[config.mk]
export PLATFORM = sky130hd
export DESIGN_NAME = rr_wrapper
export DESIGN_NICKNAME = d
export VERILOG_FILES = /design/src/rr_pkg.sv /design/src/rr_channel_recorder.sv /design/src/rr_log_merger.sv /design/src/rr_trace_decoder.sv /design/src/rr_csrs.sv /design/src/rr_wrapper.sv
export VERILOG_INCLUDE_DIRS = /design/src /design/src/src
export SDC_FILE = /design/constraint.sdc
export NUM_CORES = 1
export LEC_CHECK = 0
export BUFFER_PORTS_ARGS = -buffer_cell sky130_fd_sc_hd__buf_4
export CAP_MARGIN = 20
export CORE_ASPECT_RATIO = 0.9
export CORE_UTILIZATION = 30
export CTS_CLUSTER_SIZE = 24
export DETAILED_ROUTE_END_ITERATION = 7
export HOLD_SLACK_MARGIN = 0.06
export PLACE_DENSITY = 0.59
export SLEW_MARGIN = 20
export SYNTH_ARGS = -nofsm -noshare
export SYNTH_HDL_FRONTEND = slang
export SYNTH_HIERARCHICAL = 1
export SYNTH_SLANG_ARGS = --single-unit
[constraint.sdc]
create_clock -name clk -period 5.4 [get_ports clk]
set_clock_uncertainty 0.1 [all_clocks]
set_input_delay 1.35 -clock clk [delete_from_list [all_inputs] [get_ports clk]]
set_output_delay 1.35 -clock clk [all_outputs]
set_load 0.03 [all_outputs]
[src/rr_macros.svh]
`ifndef RR_MACROS_SVH
`define RR_MACROS_SVH

////////////////////////////////////////////////////////////////////////////
// Channel count and transaction field widths
////////////////////////////////////////////////////////////////////////////
`define RR_NUM_CH          2
`define RR_ADDR_W          8
`define RR_DATA_W          32

// Entries per channel log FIFO, a power of two
`define RR_LOG_FIFO_DEPTH  4

// Width of the record and replay entry counters
`define RR_CNT_W           16

////////////////////////////////////////////////////////////////////////////
// Register map
////////////////////////////////////////////////////////////////////////////
`define RR_CSR_ADDR_W      2
`define RR_CSR_MODE        0
`define RR_CSR_REC_CNT     1
`define RR_CSR_RPLY_CNT    2

`endif

[src/rr_pkg.sv]
`default_nettype none

`include "rr_macros.svh"

package rr_pkg;

  // Plain field widths
  typedef logic [`RR_ADDR_W-1:0]          rr_addr_t;
  typedef logic [`RR_DATA_W-1:0]          rr_data_t;
  typedef logic [$clog2(`RR_NUM_CH)-1:0]  rr_ch_id_t;
  typedef logic [`RR_CNT_W-1:0]           rr_cnt_t;
  typedef logic [`RR_CSR_ADDR_W-1:0]      rr_csr_addr_t;

  // One request on a channel
  typedef struct packed {
    rr_addr_t addr;
    rr_data_t data;
  } rr_txn_t;

  // Packed log stream entry, tagged with its channel
  typedef struct packed {
    rr_ch_id_t ch;
    rr_addr_t  addr;
    rr_data_t  data;
  } rr_log_entry_t;

  // Mode bits, record_en is bit 0 and replay_en is bit 1
  typedef struct packed {
    logic replay_en;
    logic record_en;
  } rr_mode_t;

  // Register write port, no handshake
  typedef struct packed {
    logic         valid;
    rr_csr_addr_t addr;
    rr_data_t     data;
  } rr_csr_wr_t;

  // Replay decoder holding register state
  typedef enum logic {
    DEC_EMPTY,
    DEC_FULL
  } rr_dec_state_t;

endpackage

`default_nettype wire

[src/rr_channel_recorder.sv]
`timescale 1ns/100ps
`default_nettype none

`include "rr_macros.svh"

module rr_channel_recorder #(
  // Channel id stamped into every log entry
  parameter rr_pkg::rr_ch_id_t CH_ID = '0
) (
  input  logic                  clk,
  input  logic                  rstn,
  input  rr_pkg::rr_mode_t      i_mode,
  // Shell side
  input  logic                  i_sh_valid,
  input  rr_pkg::rr_txn_t       i_sh_txn,
  output logic                  o_sh_ready,
  // Replay side
  input  logic                  i_rp_valid,
  input  rr_pkg::rr_txn_t       i_rp_txn,
  output logic                  o_rp_ready,
  // User circuit side
  output logic                  o_cl_valid,
  output rr_pkg::rr_txn_t       o_cl_txn,
  input  logic                  i_cl_ready,
  // Log side toward the merger
  output logic                  o_log_valid,
  output rr_pkg::rr_log_entry_t o_log_entry,
  input  logic                  i_log_ready
);

  localparam int PTR_W = $clog2(`RR_LOG_FIFO_DEPTH);

  logic                  src_valid;
  rr_pkg::rr_txn_t       src_txn;
  logic                  src_ready;
  logic                  stall;
  logic                  fifo_full;
  logic                  push;
  logic                  pop;
  logic [PTR_W:0]        wr_ptr;
  logic [PTR_W:0]        rd_ptr;
  rr_pkg::rr_log_entry_t log_mem [`RR_LOG_FIFO_DEPTH];

  ////////////////////////////////////////////////////////////////////////////
  // Source select and pass-through
  ////////////////////////////////////////////////////////////////////////////
  // Replay mode hands the channel to the decoder
  assign src_valid = i_mode.replay_en ? i_rp_valid : i_sh_valid;
  assign src_txn   = i_mode.replay_en ? i_rp_txn   : i_sh_txn;

  // Hold the channel while the log has no room
  assign stall     = i_mode.record_en && fifo_full;
  assign src_ready = i_cl_ready && !stall;

  assign o_cl_valid = src_valid && !stall;
  assign o_cl_txn   = src_txn;

  // Only the selected source sees ready
  assign o_sh_ready = !i_mode.replay_en && src_ready;
  assign o_rp_ready = i_mode.replay_en && src_ready;

  ////////////////////////////////////////////////////////////////////////////
  // Log FIFO
  ////////////////////////////////////////////////////////////////////////////
  // Log every user side transfer while recording
  assign push = i_mode.record_en && o_cl_valid && i_cl_ready;
  assign pop  = o_log_valid && i_log_ready;

  // Extra pointer bit tells full from empty
  assign fifo_full = (wr_ptr[PTR_W] != rd_ptr[PTR_W]) &&
                     (wr_ptr[PTR_W-1:0] == rd_ptr[PTR_W-1:0]);
  assign o_log_valid = (wr_ptr != rd_ptr);
  assign o_log_entry = log_mem[rd_ptr[PTR_W-1:0]];

  always_ff @(posedge clk) begin
    if (push) begin
      log_mem[wr_ptr[PTR_W-1:0]] <= rr_pkg::rr_log_entry_t'{
        ch:   CH_ID,
        addr: src_txn.addr,
        data: src_txn.data
      };
    end
  end

  always_ff @(posedge clk) begin
    if (!rstn) begin
      wr_ptr <= '0;
      rd_ptr <= '0;
    end else begin
      if (push) wr_ptr <= wr_ptr + 1'b1;
      if (pop)  rd_ptr <= rd_ptr + 1'b1;
    end
  end

endmodule

`default_nettype wire

[src/rr_log_merger.sv]
`timescale 1ns/100ps
`default_nettype none

`include "rr_macros.svh"

module rr_log_merger (
  input  logic                                   clk,
  input  logic                                   rstn,
  // Channel logs
  input  logic [`RR_NUM_CH-1:0]                  i_log_valid,
  input  rr_pkg::rr_log_entry_t [`RR_NUM_CH-1:0] i_log_entry,
  output logic [`RR_NUM_CH-1:0]                  o_log_ready,
  // Packed record stream
  output logic                                   o_rec_valid,
  output rr_pkg::rr_log_entry_t                  o_rec_entry,
  input  logic                                   i_rec_ready,
  output logic                                   o_rec_pulse
);

  localparam rr_pkg::rr_ch_id_t LAST_CH = rr_pkg::rr_ch_id_t'(`RR_NUM_CH - 1);

  rr_pkg::rr_ch_id_t rr_ptr;
  rr_pkg::rr_ch_id_t grant_idx;
  logic              grant_valid;
  logic              load_en;

  // Output register takes a new entry when empty or draining
  assign load_en     = !o_rec_valid || i_rec_ready;
  assign o_rec_pulse = o_rec_valid && i_rec_ready;

  ////////////////////////////////////////////////////////////////////////////
  // Round-robin pick starting at the pointer
  ////////////////////////////////////////////////////////////////////////////
  always_comb begin
    int idx;
    grant_valid = 1'b0;
    grant_idx   = rr_ptr;
    for (int k = 0; k < `RR_NUM_CH; k++) begin
      idx = int'(rr_ptr) + k;
      if (idx >= `RR_NUM_CH) idx = idx - `RR_NUM_CH;
      if (!grant_valid && i_log_valid[idx]) begin
        grant_valid = 1'b1;
        grant_idx   = rr_pkg::rr_ch_id_t'(idx);
      end
    end
  end

  // Pop only the winner
  always_comb begin
    for (int i = 0; i < `RR_NUM_CH; i++) begin
      o_log_ready[i] = load_en && grant_valid && (grant_idx == rr_pkg::rr_ch_id_t'(i));
    end
  end

  // Pointer moves past the last winner
  always_ff @(posedge clk) begin
    if (!rstn) begin
      rr_ptr      <= '0;
      o_rec_valid <= 1'b0;
    end else if (load_en) begin
      o_rec_valid <= grant_valid;
      if (grant_valid) rr_ptr <= (grant_idx == LAST_CH) ? '0 : grant_idx + 1'b1;
    end
  end

  always_ff @(posedge clk) begin
    if (load_en && grant_valid) o_rec_entry <= i_log_entry[grant_idx];
  end

endmodule

`default_nettype wire

[src/rr_trace_decoder.sv]
`timescale 1ns/100ps
`default_nettype none

`include "rr_macros.svh"

module rr_trace_decoder (
  input  logic                             clk,
  input  logic                             rstn,
  // Packed replay stream
  input  logic                             i_rply_valid,
  input  rr_pkg::rr_log_entry_t            i_rply_entry,
  output logic                             o_rply_ready,
  // Per channel replay traffic
  output logic [`RR_NUM_CH-1:0]            o_rp_valid,
  output rr_pkg::rr_txn_t [`RR_NUM_CH-1:0] o_rp_txn,
  input  logic [`RR_NUM_CH-1:0]            i_rp_ready,
  output logic                             o_rply_pulse
);

  rr_pkg::rr_dec_state_t state;
  rr_pkg::rr_log_entry_t held;
  logic                  drain;
  logic                  accept;

  ////////////////////////////////////////////////////////////////////////////
  // Single entry hold keeps global log order
  ////////////////////////////////////////////////////////////////////////////
  // Held entry leaves when its own channel takes it
  assign drain  = (state == rr_pkg::DEC_FULL) && i_rp_ready[held.ch];

  // Next entry may enter in the same cycle the old one leaves
  assign o_rply_ready = (state == rr_pkg::DEC_EMPTY) || drain;
  assign accept       = i_rply_valid && o_rply_ready;
  assign o_rply_pulse = drain;

  // Valid only on the named channel, payload fans out to all
  always_comb begin
    for (int i = 0; i < `RR_NUM_CH; i++) begin
      o_rp_valid[i] = (state == rr_pkg::DEC_FULL) && (held.ch == rr_pkg::rr_ch_id_t'(i));
      o_rp_txn[i]   = rr_pkg::rr_txn_t'{addr: held.addr, data: held.data};
    end
  end

  always_ff @(posedge clk) begin
    if (!rstn) begin
      state <= rr_pkg::DEC_EMPTY;
    end else begin
      case (state)
        rr_pkg::DEC_EMPTY: if (accept) state <= rr_pkg::DEC_FULL;
        // Stay full when a drain and a refill coincide
        rr_pkg::DEC_FULL:  if (drain && !accept) state <= rr_pkg::DEC_EMPTY;
        default:           state <= rr_pkg::DEC_EMPTY;
      endcase
    end
  end

  always_ff @(posedge clk) begin
    if (accept) held <= i_rply_entry;
  end

endmodule

`default_nettype wire

[src/rr_csrs.sv]
`timescale 1ns/100ps
`default_nettype none

`include "rr_macros.svh"

module rr_csrs (
  input  logic                 clk,
  input  logic                 rstn,
  input  rr_pkg::rr_csr_wr_t   i_csr_wr,
  input  rr_pkg::rr_csr_addr_t i_csr_rd_addr,
  output rr_pkg::rr_data_t     o_csr_rd_data,
  output rr_pkg::rr_mode_t     o_mode,
  input  logic                 i_rec_pulse,
  input  logic                 i_rply_pulse
);

  rr_pkg::rr_cnt_t rec_cnt;
  rr_pkg::rr_cnt_t rply_cnt;
  logic            mode_wr;

  assign mode_wr = i_csr_wr.valid &&
                   (i_csr_wr.addr == rr_pkg::rr_csr_addr_t'(`RR_CSR_MODE));

  ////////////////////////////////////////////////////////////////////////////
  // Mode register and wrapping entry counters
  ////////////////////////////////////////////////////////////////////////////
  always_ff @(posedge clk) begin
    if (!rstn) begin
      o_mode        <= '0;
      rec_cnt       <= '0;
      rply_cnt      <= '0;
      o_csr_rd_data <= '0;
    end else begin
      if (mode_wr)      o_mode   <= rr_pkg::rr_mode_t'(i_csr_wr.data[1:0]);
      if (i_rec_pulse)  rec_cnt  <= rec_cnt + 1'b1;
      if (i_rply_pulse) rply_cnt <= rply_cnt + 1'b1;
      // Registered read, unused addresses give 0
      case (i_csr_rd_addr)
        rr_pkg::rr_csr_addr_t'(`RR_CSR_MODE):     o_csr_rd_data <= rr_pkg::rr_data_t'(o_mode);
        rr_pkg::rr_csr_addr_t'(`RR_CSR_REC_CNT):  o_csr_rd_data <= rr_pkg::rr_data_t'(rec_cnt);
        rr_pkg::rr_csr_addr_t'(`RR_CSR_RPLY_CNT): o_csr_rd_data <= rr_pkg::rr_data_t'(rply_cnt);
        default:                                  o_csr_rd_data <= '0;
      endcase
    end
  end

endmodule

`default_nettype wire

[src/rr_wrapper.sv]
`timescale 1ns/100ps
`default_nettype none

`include "rr_macros.svh"

module rr_wrapper (
  input  logic                             clk,
  input  logic                             rstn,
  // Shell requests
  input  logic [`RR_NUM_CH-1:0]            i_sh_valid,
  input  rr_pkg::rr_txn_t [`RR_NUM_CH-1:0] i_sh_txn,
  output logic [`RR_NUM_CH-1:0]            o_sh_ready,
  // User circuit requests
  output logic [`RR_NUM_CH-1:0]            o_cl_valid,
  output rr_pkg::rr_txn_t [`RR_NUM_CH-1:0] o_cl_txn,
  input  logic [`RR_NUM_CH-1:0]            i_cl_ready,
  // Record stream out
  output logic                             o_rec_valid,
  output rr_pkg::rr_log_entry_t            o_rec_entry,
  input  logic                             i_rec_ready,
  // Replay stream in
  input  logic                             i_rply_valid,
  input  rr_pkg::rr_log_entry_t            i_rply_entry,
  output logic                             o_rply_ready,
  // Register port
  input  rr_pkg::rr_csr_wr_t               i_csr_wr,
  input  rr_pkg::rr_csr_addr_t             i_csr_rd_addr,
  output rr_pkg::rr_data_t                 o_csr_rd_data
);

  rr_pkg::rr_mode_t                       mode;
  logic [`RR_NUM_CH-1:0]                  log_valid;
  rr_pkg::rr_log_entry_t [`RR_NUM_CH-1:0] log_entry;
  logic [`RR_NUM_CH-1:0]                  log_ready;
  logic [`RR_NUM_CH-1:0]                  rp_valid;
  rr_pkg::rr_txn_t [`RR_NUM_CH-1:0]       rp_txn;
  logic [`RR_NUM_CH-1:0]                  rp_ready;
  logic                                   rec_pulse;
  logic                                   rply_pulse;

  ////////////////////////////////////////////////////////////////////////////
  // Per channel recorders
  ////////////////////////////////////////////////////////////////////////////
  rr_channel_recorder #(.CH_ID(rr_pkg::rr_ch_id_t'(0))) rec_ch0 (
    .clk, .rstn, .i_mode(mode),
    .i_sh_valid(i_sh_valid[0]), .i_sh_txn(i_sh_txn[0]), .o_sh_ready(o_sh_ready[0]),
    .i_rp_valid(rp_valid[0]), .i_rp_txn(rp_txn[0]), .o_rp_ready(rp_ready[0]),
    .o_cl_valid(o_cl_valid[0]), .o_cl_txn(o_cl_txn[0]), .i_cl_ready(i_cl_ready[0]),
    .o_log_valid(log_valid[0]), .o_log_entry(log_entry[0]), .i_log_ready(log_ready[0])
  );
  rr_channel_recorder #(.CH_ID(rr_pkg::rr_ch_id_t'(1))) rec_ch1 (
    .clk, .rstn, .i_mode(mode),
    .i_sh_valid(i_sh_valid[1]), .i_sh_txn(i_sh_txn[1]), .o_sh_ready(o_sh_ready[1]),
    .i_rp_valid(rp_valid[1]), .i_rp_txn(rp_txn[1]), .o_rp_ready(rp_ready[1]),
    .o_cl_valid(o_cl_valid[1]), .o_cl_txn(o_cl_txn[1]), .i_cl_ready(i_cl_ready[1]),
    .o_log_valid(log_valid[1]), .o_log_entry(log_entry[1]), .i_log_ready(log_ready[1])
  );

  // Channel logs into one record stream
  rr_log_merger merger (
    .clk, .rstn,
    .i_log_valid(log_valid), .i_log_entry(log_entry), .o_log_ready(log_ready),
    .o_rec_valid, .o_rec_entry, .i_rec_ready, .o_rec_pulse(rec_pulse)
  );

  // Replay stream back onto the channels
  rr_trace_decoder decoder (
    .clk, .rstn,
    .i_rply_valid, .i_rply_entry, .o_rply_ready,
    .o_rp_valid(rp_valid), .o_rp_txn(rp_txn), .i_rp_ready(rp_ready),
    .o_rply_pulse(rply_pulse)
  );

  // Mode bits and entry counters
  rr_csrs csrs (
    .clk, .rstn, .i_csr_wr, .i_csr_rd_addr, .o_csr_rd_data,
    .o_mode(mode), .i_rec_pulse(rec_pulse), .i_rply_pulse(rply_pulse)
  );

endmodule

`default_nettype wire

==> results by group, run 1 <==
Global routing
  • Met2 Resource Use GR: between 20% and 30%
  • Met1 GRT Util: between 15 and 20%
  • Antenna violations before repair: 3
  • GR Overflow Total: 0
  • Largest net degree at the start of global routing: between 40 and 50
  • First-pass GRT wire length: approximately 65,000 um
  • Grt peak-use layer: met2
  • GRT Resource Usage Total: 13.2%
  • Met3 GRT Util: between 2 and 3%
  • Vias in the first global route: about 11,000

Timing
  • Final hold slack: about 370 ps
  • Fmax: around 250 MHz
  • Worst slew pin tran: 1030 ps
  • Fin. Hold Viols: 0
  • Minimum clock period: 4000 ps
  • Crit share post-route: roughly three quarters
  • RSZ-0062 raised after global routing: no
  • Setup_tns: 0 ps
  • Relative slew slack: between 30% and 40%
  • Fin. max-slew vios: 0
  • Final setup vio count: 0

Synth
  • Mux cell area share after synthesis: about 18%
  • Synth Area in Simple Gates: approximately 4.2%
  • Adder-Cell Fraction of Synth Area: less than 1%
  • Synthesis Warnings: 6
  • Register area share after synthesis: slightly below 70%
  • Post-synth EDFFs: 402
  • Netlist cell types: between 50 and 60
  • XOR/XNOR Fraction of Synth Area: less than 1%
  • Register bit total from synthesis: roughly 470
  • Ys flop type: edfxtp_1
  • Syn avg cell area: 17.9 sq um
  • Syn Std Cell Area: just under 20,000 sq um
  • Cell count after synthesis: between 1,000 and 1,500
  • Asr flop ratio synth: 0%
  • Compound-Gate Fraction of Synth Area: 2.26%
  • Largest family of logic cells by synthesized area: multiplexers

Clock tree
  • Clk sinks: roughly 470
  • PostCTS Resize Cnt: 0
  • CTS tree: yes
  • Post-CTS Setup Bufs: 0
  • CTS clk-pin slew, worst paths: ~60 ps
  • Root buffer cell: clkbuf_16
  • CTS Buf Count: 51
  • H-Tree Level Count: 2
  • Hold_buf cts: 0
  • Latest clock arrival within the worst-skew pair: between 500 and 600 ps
  • Max Root-Sink Buffers: 3

Worst setup path
  • CP Data Required Time: between 3000 and 4000 ps
  • Critical path endpoint category: output pin
  • Critical Path Slowest Stage Cell: dfxtp_1
  • Startpoint Class: flop
  • Worst Path Arrival: ~2600 ps
  • Path type of the worst setup path: flop to output pin
  • Max incr delay on CP: just over 400 ps
  • Crit-path cells: xor2_1, nor3_1, nand2_1, and3_1, mux2i_1, nand2_1, buf_4
  • CP most frequent cell: nand2_1
  • Worst-path fanout max: 5

Place
  • Hpwl dp: around 28,000 um
  • IO buf count: 278
  • Placed instance count: between 2,000 and 2,500
  • Final GP Congestion: 0.751
  • Placed Instance Area: approximately 22,000 sq um

Pwr
  • Switching share of power: 21.3%
  • Peak VDD IR: 0.176 mV
  • Power share of the combinational group: ~5.7%
  • P_leak: slightly above 8 nW
  • Internal: around 6.4 mW
  • Switching power: 1.72 mW
  • Sequential Power Share: 49.7%
  • P per Cell Area: roughly 340 nW/um^2
  • Clock power share: 44.7%
  • Tot Pwr: slightly above 8 mW

Drt
  • WL/cell: between 20 and 25 um
  • DRT antenna net count: 0
  • Pre-antenna DRT Iters: 5
  • Final wirelength: ~44,000 um
  • Vias per inst: 4.56
  • DR iter-0 viols: 531
  • Vias: 10,100
  • Drc violations: 0

Final layout
  • Number of diodes: 0
  • FF+latch area: ~13,000 sq um
  • Fill count: 5,944
  • Commonest non-fill, non-tap cell in the layout: edfxtp_1
  • Layout Nets: 1,492
  • Layout overhead on the synthesized area: 21.0%
  • Most frequent cells in the layout: edfxtp_1, buf_4, mux4_2, mux2_2, dfxtp_1
  • Fin cells: 2,211
  • Area of the multi-input gates: around 5200 sq um
  • Share of cells above drive strength 1: a little over two fifths
  • Post-route design area: 23,800 sq um

Floorplan
  • Die Area: 66,500 sq um
  • Initial Utilization: a little under a third
  • # rows: between 80 and 90
  • Die width: 272 um
  • Core Region: roughly 64,000 sq um
  • # IOs: 325
  • DIE HEIGHT: 245 um

Flow run
  • Max-cap viol count: 0

Status
  • Status: completed

Min path
  • Worst hold path class: flop to flop
==> state kept, by name, summed over array words and instances (netlist names), 2 cells and up, named ones only <==
signal and count:
csrs/rec_cnt 16, rec_ch0/wr_ptr 3, rec_ch0/rd_ptr 3, rec_ch0/log_mem 160, csrs/o_mode 2, csrs/o_csr_rd_data 16, rec_ch1/rd_ptr 3, merger/o_rec_entry 41
rec_ch1/log_mem 160, csrs/rply_cnt 16, decoder/o_rp_txn 40, rec_ch1/wr_ptr 3
==> path summary, 6_finish.rpt <==
kind	slack, ps	from	depth (start not counted)	to
max	1400	rec_ch0/wr_ptr[0]$_SDFFE_PN0P_	7	o_rply_ready
min	370	csrs/rply_cnt[15]$_SDFFE_PN0P_	2	csrs/rply_cnt[15]$_SDFFE_PN0P_
max reg2reg	2130	rec_ch0/wr_ptr[1]$_SDFFE_PN0P_	9	csrs/rply_cnt[11]$_SDFFE_PN0P_
min reg2reg	370	csrs/rply_cnt[15]$_SDFFE_PN0P_	2	csrs/rply_cnt[15]$_SDFFE_PN0P_
==> cells in the mapped netlist (3+ instances only) <==
cell type,count,area (sq um)
a21oi_1,16,80.1
a22oi_1,14,105
and2_1,20,125
buf_1,10,37.5
buf_12,4,80.1
buf_2,18,90.1
buf_4,99,743
clkbuf_1,14,52.6
conb_1,3,11.3
dfxtp_1,69,1380
edfxtp_1,402,12100
ha_1,12,150
inv_1,9,33.8
mux2_1,4,45.0
mux2_2,79,890
mux2_4,40,601
mux2i_1,17,170
mux4_2,80,1800
nand2_1,28,105
nand2b_1,11,68.8
nand3_1,12,60.1
nand4_1,11,68.8
nor2_1,29,109
nor2b_1,4,25.0
nor4_1,8,50.1
o21ai_0,7,35.0
o31ai_1,8,60.1
or3_1,7,43.8
or4_1,8,60.1
xnor2_1,10,87.6
xor2_1,12,105
==> worst max-delay path: cells and delay by family (launching register included) <==
family        cells  cell delay [ps]
xor+xnor          1              170
mux               1              380
buf+inv           1              180
flops             1              410
simple gates      4              830
==> power by group through the flow <==
stage | combinational [mW] | sequential (mW) | clock [mW]
detailed placement | 0.466 | 4.09 | 0
finish | 0.458 | 4.01 | 3.61
CTS | 0.467 | 4.01 | 3.72
global placement | 0.456 | 4.08 | 0
global route | 0.488 | 4.01 | 3.85
floorplan | 0.300 | 4.09 | 0
==> metal layers <==
metal	share of wire, %	wire, um	vias up
met3	5.4	2410	64
met5	0.018	8	-
li1	-	-	4606
met2	47	20900	279
met4	2.4	1050	2
met1	45	20000	5122
==> metrics by stage <==
step,utilization [%],setup slack (ps)
after floorplan,-,168
after global placement,34.2,1610
after detailed placement,34.2,1660
after CTS,36.9,1360
after global routing,36.9,1260
final,36.9,1400
==> layout make-up <==
class                           instances  area share, %
Sequential cell                       471           56.7
Clock inverter                         29           1.63
Timing Repair Buffer                  295           9.32
Multi-Input combinational cell        485           22.0
Clock buffer                           66           5.75
Tap cell                              855           4.50
Inverter                               10          0.158
==> cell families (layout without fill, tap and decap cells) <==
logic type               Yosys count  after routing
flip-flops                       471            471
multiplexers                     220            220
buffers and inverters            156            400
AND/OR/NAND/NOR                  151            151
AO/OA/AOI/OAI                     61             61
XOR/XNOR                          22             22
adder cells (fa/ha/maj)           13             13
other                              3             18
No activity file was read; power rests on OpenSTA's default activity.
==> run 2: changes to the inputs <==
==> constraint.sdc (replaced) <==
create_clock -name clk -period 3.3 [get_ports clk]
set_clock_uncertainty 0.1 [all_clocks]
set_input_delay 0.825 -clock clk [delete_from_list [all_inputs] [get_ports clk]]
set_output_delay 0.825 -clock clk [all_outputs]
set_load 0.03 [all_outputs]
==> results by group, run 2 (synthesis results as in run 1) <==
Timing
  • Crit share post-route: about 95%
  • Relative slew slack: 31.7% (was 31.4%)
  • Worst slew pin tran: 1020 ps (was 1030 ps)
  • Fin. Hold Viols: 0 (unchanged)
  • Minimum clock period: roughly 3100 ps
  • Fmax: about 320 MHz
  • Fin. max-slew vios: 0 (unchanged)
  • Final setup vio count: 0 (unchanged)

Pwr
  • P per Cell Area: 557 nW/um^2 (was 340 nW/um^2)
  • Peak VDD IR: 0.297 mV (was 0.176 mV)
  • P_leak: 8.30 nW (was 8.13 nW)

Clock tree
  • Latest clock arrival within the worst-skew pair: 620 ps (was 590 ps)
  • CTS clk-pin slew, worst paths: 60 ps (about the same)
  • H-Tree Level Count: 2 (unchanged)
  • Hold_buf cts: 0 (unchanged)
  • Root buffer cell: clkbuf_16 (unchanged)
  • Clk sinks: 471 (unchanged)
  • Max Root-Sink Buffers: 3 (unchanged)
  • CTS Buf Count: 50 (was 51)
  • CTS tree: yes (unchanged)

Drt
  • DRT antenna net count: 0 (unchanged)
  • Vias per inst: 4.56 (about the same)
  • Vias: 10,100 (about the same)
  • Pre-antenna DRT Iters: 5 (unchanged)
  • Final wirelength: 45,200 um (was 44,400 um)
  • DR iter-0 viols: 633 (was 531)
  • WL/cell: 20.3 um (was 20.1 um)
  • Drc violations: 0 (unchanged)

Final layout
  • Fin cells: 2,224 (was 2,211)
  • Layout Nets: 1,505 (was 1,492)
  • Share of cells above drive strength 1: 45.8% (was 44.0%)
  • Commonest non-fill, non-tap cell in the layout: edfxtp_1 (unchanged)
  • Post-route design area: 24,200 sq um (was 23,800 sq um)
  • Most frequent cells in the layout: edfxtp_1, buf_4, mux4_2, mux2_2, dfxtp_1 (unchanged)
  • Layout overhead on the synthesized area: 23.1% (was 21.0%)
  • Final Util: 37.5% (was 36.9%)
  • Number of diodes: 0 (unchanged)

Global routing
  • GR Overflow Total: 0 (unchanged)
  • Vias in the first global route: 10,300 (was 10,600)
  • Antenna violations before repair: 4 (was 3)
  • GRT Resource Usage Total: 13.4% (was 13.2%)
  • First-pass GRT wire length: 66,000 um (was 65,300 um)
  • Largest net degree at the start of global routing: 82 (was 44)

Min path
  • Worst Hold Depth: 1 (was 2)
  • Worst hold path class: input port to flop (was flop to flop)

Worst setup path
  • Critical Path Slowest Stage Cell: dfxtp_4 (was dfxtp_1)
  • CP Data Required Time: 2370 ps (was 3950 ps)
  • Delay-heaviest family, CP: simple AND/OR/NAND/NOR gates (unchanged)
  • Worst-path fanout max: 5 (unchanged)
  • CP most frequent cell: nand2_1 (unchanged)
  • Path type of the worst setup path: flop to output pin (unchanged)
  • Startpoint Class: flop (unchanged)
  • Critical path endpoint category: output pin (unchanged)
  • Crit-path cells: xor2_2, nor3_4, nand2_1, and3_1, mux2i_1, buf_4, nand2_1, buf_6 (was xor2_1, nor3_1, nand2_1, and3_1, mux2i_1, nand2_1, buf_4)
  • Worst Path Arrival: 2220 ps (was 2550 ps)
  • Stages on worst setup path: 8 (was 7)
  • Max incr delay on CP: 370 ps (was 410 ps)
  • Bufs and invs on worst path: 2 (was 1)
  • Reg2reg setup slack: 280 ps (was 2130 ps)
  • Reg2Reg Depth: 10 (was 9)

Place
  • IO buf count: 278 (unchanged)
  • Hpwl dp: 28,400 um (was 27,700 um)
  • Placed instance count: 2,128 (was 2,116)
  • Placed Instance Area: 22,300 sq um (was 22,000 sq um)
  • Final GP Congestion: 0.760 (was 0.751)

Floorplan
  • # IOs: 325 (unchanged)
  • Die Area: 66,500 sq um (unchanged)
  • Core Region: 64,400 sq um (unchanged)
  • DIE HEIGHT: 245 um (unchanged)
  • # rows: 88 (unchanged)
  • Initial Utilization: 30.5% (unchanged)
  • Die width: 272 um (unchanged)

Status
  • Status: completed (unchanged)

Flow run
  • Max-cap viol count: 0 (unchanged)
## run 2: cell count changes in the layout (fill, tap and decap cells not counted), moves of 2 or more
cell / delta
and2_2: -6
buf_12: +14
bufinv_16: +2
dfxtp_1: -2
clkbuf_1: -11
and2_4: +6
clkinv_1: -5
clkinv_2: +8
inv_6: +2
clkinv_16: +2
## run 2: worst paths after layout
check | startpoint | end
worst max-delay path | rec_ch0/wr_ptr[1]$_SDFFE_PN0P_ | o_rply_ready
worst min-delay path | i_rply_entry[21] | decoder/o_rp_txn[21]$_DFFE_PP_
worst max register to register | rec_ch0/rd_ptr[0]$_SDFFE_PN0P_ | csrs/rply_cnt[10]$_SDFFE_PN0P_
worst min register to register | csrs/rply_cnt[15]$_SDFFE_PN0P_ | csrs/rply_cnt[15]$_SDFFE_PN0P_
## run 2: repair_timing
item                       4_1_cts  5_1_grt
cloned                           0        0
gates resized for setup          1        6
setup endpoints to repair        1        1
buffers inserted                 0        2
pin swaps                        0        2
## run 2: stage by stage
stage	hold WS, ps	setup TNS [ps]	setup slack [ps]	total power [mW]
after global routing	236	-1.81	-1.81	14.0
after global placement	353	0	418	7.44
after detailed placement	361	0	413	7.46
final	278	0	154	13.5
after CTS	234	0	13.8	13.7
after floorplan	342	0	410	7.19
## run 2: area by class of cell
type | instances | area (sq um)
repair buffers | 309 | 2500
multi-input cells | 485 | 5250
flip-flops and latches | 471 | 13500
fillers | 5930 | 40200
clock buffers | 54 | 1300
clock inverters | 40 | 554
inverters | 10 | 37.5
well taps | 855 | 1070
## run 2: layer usage
metal / routed length, um / up-vias / global-route usage [%] / part of all wire [%]
met5: 58 / - / 0 / 0.13
met3: 2530 / 58 / 2.86 / 5.6
met1: 20500 / 5177 / 18.5 / 45
met4: 734 / 8 / 3.30 / 1.6
met2: 21400 / 275 / 21.6 / 47
li1: - / 4630 / - / -
## run 2: where the power goes
group,internal [mW],switching [mW],leakage (nW),total (mW)
logic,0.317,0.456,3.20,0.773
clock network,3.69,2.46,0.903,6.16
registers,6.52,0.0252,4.20,6.55
==> run 3: changes to the inputs <==
--- a/config.mk
+++ b/config.mk
@@ -6,14 +6,16 @@
 export SDC_FILE = /design/constraint.sdc
 export NUM_CORES = 1
 export LEC_CHECK = 0
+export ABC_AREA = 1
 export BUFFER_PORTS_ARGS = -buffer_cell sky130_fd_sc_hd__buf_4
 export CAP_MARGIN = 20
 export CORE_ASPECT_RATIO = 0.9
 export CORE_UTILIZATION = 30
 export CTS_CLUSTER_SIZE = 24
 export DETAILED_ROUTE_END_ITERATION = 7
+export GPL_TIMING_DRIVEN = 0
 export HOLD_SLACK_MARGIN = 0.06
-export PLACE_DENSITY = 0.59
+export PLACE_DENSITY = 0.58
 export SLEW_MARGIN = 20
 export SYNTH_ARGS = -nofsm -noshare
 export SYNTH_HDL_FRONTEND = slang
==> results by group, run 3 <==
Status
  • Status: completed (unchanged)

Timing
  • Final hold slack: 295 ps (was 278 ps)
  • Final setup vio count: 0 (unchanged)
  • Minimum clock period: 3240 ps (was 3150 ps)
  • Fmax: 309 MHz (was 318 MHz)
  • Fin. max-slew vios: 0 (unchanged)
  • Crit share post-route: 98.1% (was 95.3%)
  • Relative slew slack: 51.2% (was 31.7%)
  • Worst slew pin tran: 732 ps (was 1020 ps)
  • Fin. Hold Viols: 0 (unchanged)
  • RSZ-0062 raised after global routing: no

Clock tree
  • Root buffer cell: clkbuf_16 (unchanged)
  • Max Root-Sink Buffers: 3 (unchanged)
  • H-Tree Level Count: 2 (unchanged)
  • CTS Buf Count: 52 (was 50)
  • Post-CTS Setup Bufs: 0 (unchanged)
  • CTS clk-pin slew, worst paths: 60 ps (about the same)
  • Clk sinks: 471 (unchanged)
  • CTS tree: yes (unchanged)
  • Latest clock arrival within the worst-skew pair: 600 ps (was 620 ps)

Pwr
  • Tot Pwr: 16.1 mW (was 13.5 mW)
  • P per Cell Area: 628 nW/um^2 (was 557 nW/um^2)
  • Peak VDD IR: 0.369 mV (was 0.297 mV)
  • Clock power share: 36.8% (was 45.7%)
  • P_leak: 10.2 nW (was 8.30 nW)
  • Switching share of power: 28.7% (was 21.8%)
  • Internal: 11.5 mW (was 10.5 mW)
  • Sequential Power Share: 44.2% (was 48.6%)
  • Switching power: 4.63 mW (was 2.94 mW)
  • Power share of the combinational group: 19.0% (was 5.7%)

Final layout
  • Layout Nets: 2,408 (was 1,505)
  • Number of diodes: 0 (unchanged)
  • FF+latch area: 13,500 sq um (about the same)
  • Area of the multi-input gates: 5310 sq um (was 5250 sq um)
  • Post-route design area: 25,700 sq um (was 24,200 sq um)
  • Layout overhead on the synthesized area: 26.7% (was 23.1%)
  • Final Util: 38.4% (was 37.5%)
  • Share of cells above drive strength 1: 27.3% (was 45.8%)
  • Fin cells: 3,145 (was 2,224)
  • Most frequent cells in the layout: nand2_1, edfxtp_1, buf_4, nor2_1, o21ai_0 (was edfxtp_1, buf_4, mux4_2, mux2_2, dfxtp_1)
  • Fill count: 6,480 (was 5,930)
  • Commonest non-fill, non-tap cell in the layout: nand2_1 (was edfxtp_1)

Place
  • Placed instance count: 3,050 (was 2,128)
  • IO buf count: 278 (unchanged)
  • Final GP Congestion: 0.831 (was 0.760)
  • Placed Instance Area: 23,900 sq um (was 22,300 sq um)
  • Hpwl dp: 45,000 um (was 28,400 um)

Global routing
  • First-pass GRT wire length: 90,500 um (was 66,000 um)
  • Vias in the first global route: 14,500 (was 10,300)
  • Met1 GRT Util: 23.6% (was 18.5%)
  • Antenna violations before repair: 1 (was 4)
  • GR Overflow Total: 0 (unchanged)
  • Met2 Resource Use GR: 28.6% (was 21.6%)
  • Largest net degree at the start of global routing: 43 (was 82)
  • Grt peak-use layer: met2 (unchanged)
  • Met3 GRT Util: 3.87% (was 2.86%)
  • GRT Resource Usage Total: 17.7% (was 13.4%)

Synth
  • Asr flop ratio synth: 0% (unchanged)
  • Post-synth top area cell: edfxtp_1 (unchanged)
  • Cell count after synthesis: 1,869 (was 1,097)
  • Register area share after synthesis: 66.3% (was 68.5%)
  • Netlist cell types: 42 (was 53)
  • Ys flop type: edfxtp_1 (unchanged)
  • Syn avg cell area: 10.9 sq um (was 17.9 sq um)
  • Top post-synthesis cells by count: nand2_1, edfxtp_1, nor2_1, o21ai_0, inv_1 (was edfxtp_1, buf_4, mux4_2, mux2_2, dfxtp_1)
  • Most common cell in the netlist: nand2_1 (was edfxtp_1)
  • Synthesis Warnings: 6 (unchanged)
  • Top-area cell type share of the netlist area: 59.5% (was 61.4%)
  • Register bit total from synthesis: 471 (unchanged)
  • Post-synth EDFFs: 402 (unchanged)
  • Synth top area cells: edfxtp_1, nand2_1, dfxtp_1 (was edfxtp_1, mux4_2, dfxtp_1)
  • Syn Std Cell Area: 20,300 sq um (was 19,600 sq um)

Worst setup path
  • Crit-path cells: buf_4, clkbuf_2, nand2_1, nand2_1, buf_4 (was xor2_2, nor3_4, nand2_1, and3_1, mux2i_1, buf_4, nand2_1, buf_6)
  • Path type of the worst setup path: flop to output pin (unchanged)
  • CP Data Required Time: 2370 ps (about the same)
  • Bufs and invs on worst path: 3 (was 2)
  • Critical Path Slowest Stage Cell: dfxtp_1 (was dfxtp_4)
  • Max incr delay on CP: 390 ps (was 370 ps)
  • Worst-path fanout max: 10 (was 5)
  • Worst Path Arrival: 2310 ps (was 2220 ps)
  • Critical path endpoint category: output pin (unchanged)
  • Startpoint Class: flop (unchanged)
  • Delay-heaviest family, CP: buffers and inverters (was simple AND/OR/NAND/NOR gates)

Floorplan
  • Initial Utilization: 30.3% (was 30.5%)
  • Die width: 276 um (was 272 um)
  • DIE HEIGHT: 249 um (was 245 um)
  • Core Region: 67,000 sq um (was 64,400 sq um)
  • Die Area: 68,700 sq um (was 66,500 sq um)
  • # rows: 90 (was 88)
  • # IOs: 325 (unchanged)

Drt
  • DRT antenna net count: 0 (unchanged)
  • Vias per inst: 4.73 (was 4.56)
  • Final wirelength: 62,300 um (was 45,200 um)
  • WL/cell: 19.8 um (was 20.3 um)
  • Pre-antenna DRT Iters: 5 (unchanged)
  • DR iter-0 viols: 1,332 (was 633)
  • Drc violations: 0 (unchanged)
  • Vias: 14,900 (was 10,100)

Flow run
  • Max-cap viol count: 0 (unchanged)

Min path
  • Worst hold path class: input port to flop (unchanged)
-- run 3: power groups by stage --
| stage | Sequential (mW) | Combinational, mW | Clock (mW) |
|---|---|---|---|
| after floorplan | 7.67 | 1.33 | 0 |
| after global placement | 7.28 | 3.04 | 0 |
| after detailed placement | 7.26 | 3.09 | 0 |
| after CTS | 7.14 | 3.11 | 6.06 |
| after global routing | 7.16 | 3.26 | 6.29 |
| final | 7.13 | 3.06 | 5.95 |
-- run 3: what timing repair did --
item                                    4_1_cts  5_1_grt
hold buffers                                  0        0
resized for setup                            19        7
pin swaps                                     0        0
endpoints found under the setup margin       57       10
-- run 3: cell families (layout without fill, tap and decap cells) --
| family | count (synthesis) | count (layout) | synth area share [%] |
|---|---|---|---|
| AOI/OAI and AO/OA | 349 | 349 | 9.88 |
| adders and majority gates | 12 | 12 | 0.740 |
| buffers and inverters | 313 | 700 | 8.10 |
| DFF | 471 | 471 | 66.3 |
| other | 3 | 18 | 0.0555 |
| and+or+nand+nor | 718 | 718 | 14.8 |
| xor gates and xnor gates | 3 | 3 | 0.130 |
-- run 3: area by class of cell --
type	count	area share [%]
Inverter	130	1.95
Timing Repair Buffer	292	9.45
Multi-Input combinational cell	1100	20.6
Sequential cell	471	52.3
Tap cell	874	4.25
Clock inverter	32	1.48
Clock buffer	63	5.30
Buffer	183	4.61
-- run 3: worst reg2reg max path, stage by stage, from the launching register on --
cell and delay [ps]:
dfxtp_1 390, buf_4 250, inv_2 150, buf_2 240
nor2_1 160, nand2_1 100, a21oi_1 530, nand3_2 280
nor2_4 190, nand2_2 100, nor2_1 90, nand2_1 50
nand2_1 60, nor2_1 40
-- run 3: per-stage QoR --
step | TNS, ps | setup slack [ps]
after floorplan | -25470 | -106
after global placement | -478820 | -2040
final | 0 | 62.8
after detailed placement | 0 | 143
after CTS | 0 | 23.7
after global routing | 0 | 1.50
-- run 3: metal layers --
layer | part of all wire (%) | vias to the layer above
met4 | 2.6 | 0
li1 | - | 6992
met2 | 47 | 556
met1 | 44 | 7249
met3 | 7.2 | 90
met5 | 0 | -
-- run 3: final timing paths --
| path | slack (ps) | depth (start not counted) | to | start |
|---|---|---|---|---|
| worst max-delay path | 60 | 5 | o_cl_txn[61] | csrs/o_mode[1]$_SDFFE_PN0P_ |
| worst max register to register | 440 | 13 | csrs/rply_cnt[12]$_SDFFE_PN0P_ | csrs/o_mode[1]$_SDFFE_PN0P_ |
| worst min register to register | 390 | 2 | csrs/o_csr_rd_data[15]$_SDFF_PN0_ | csrs/rply_cnt[15]$_SDFFE_PN0P_ |
| worst min-delay path | 300 | 1 | decoder/o_rp_txn[24]$_DFFE_PP_ | i_rply_entry[24] |
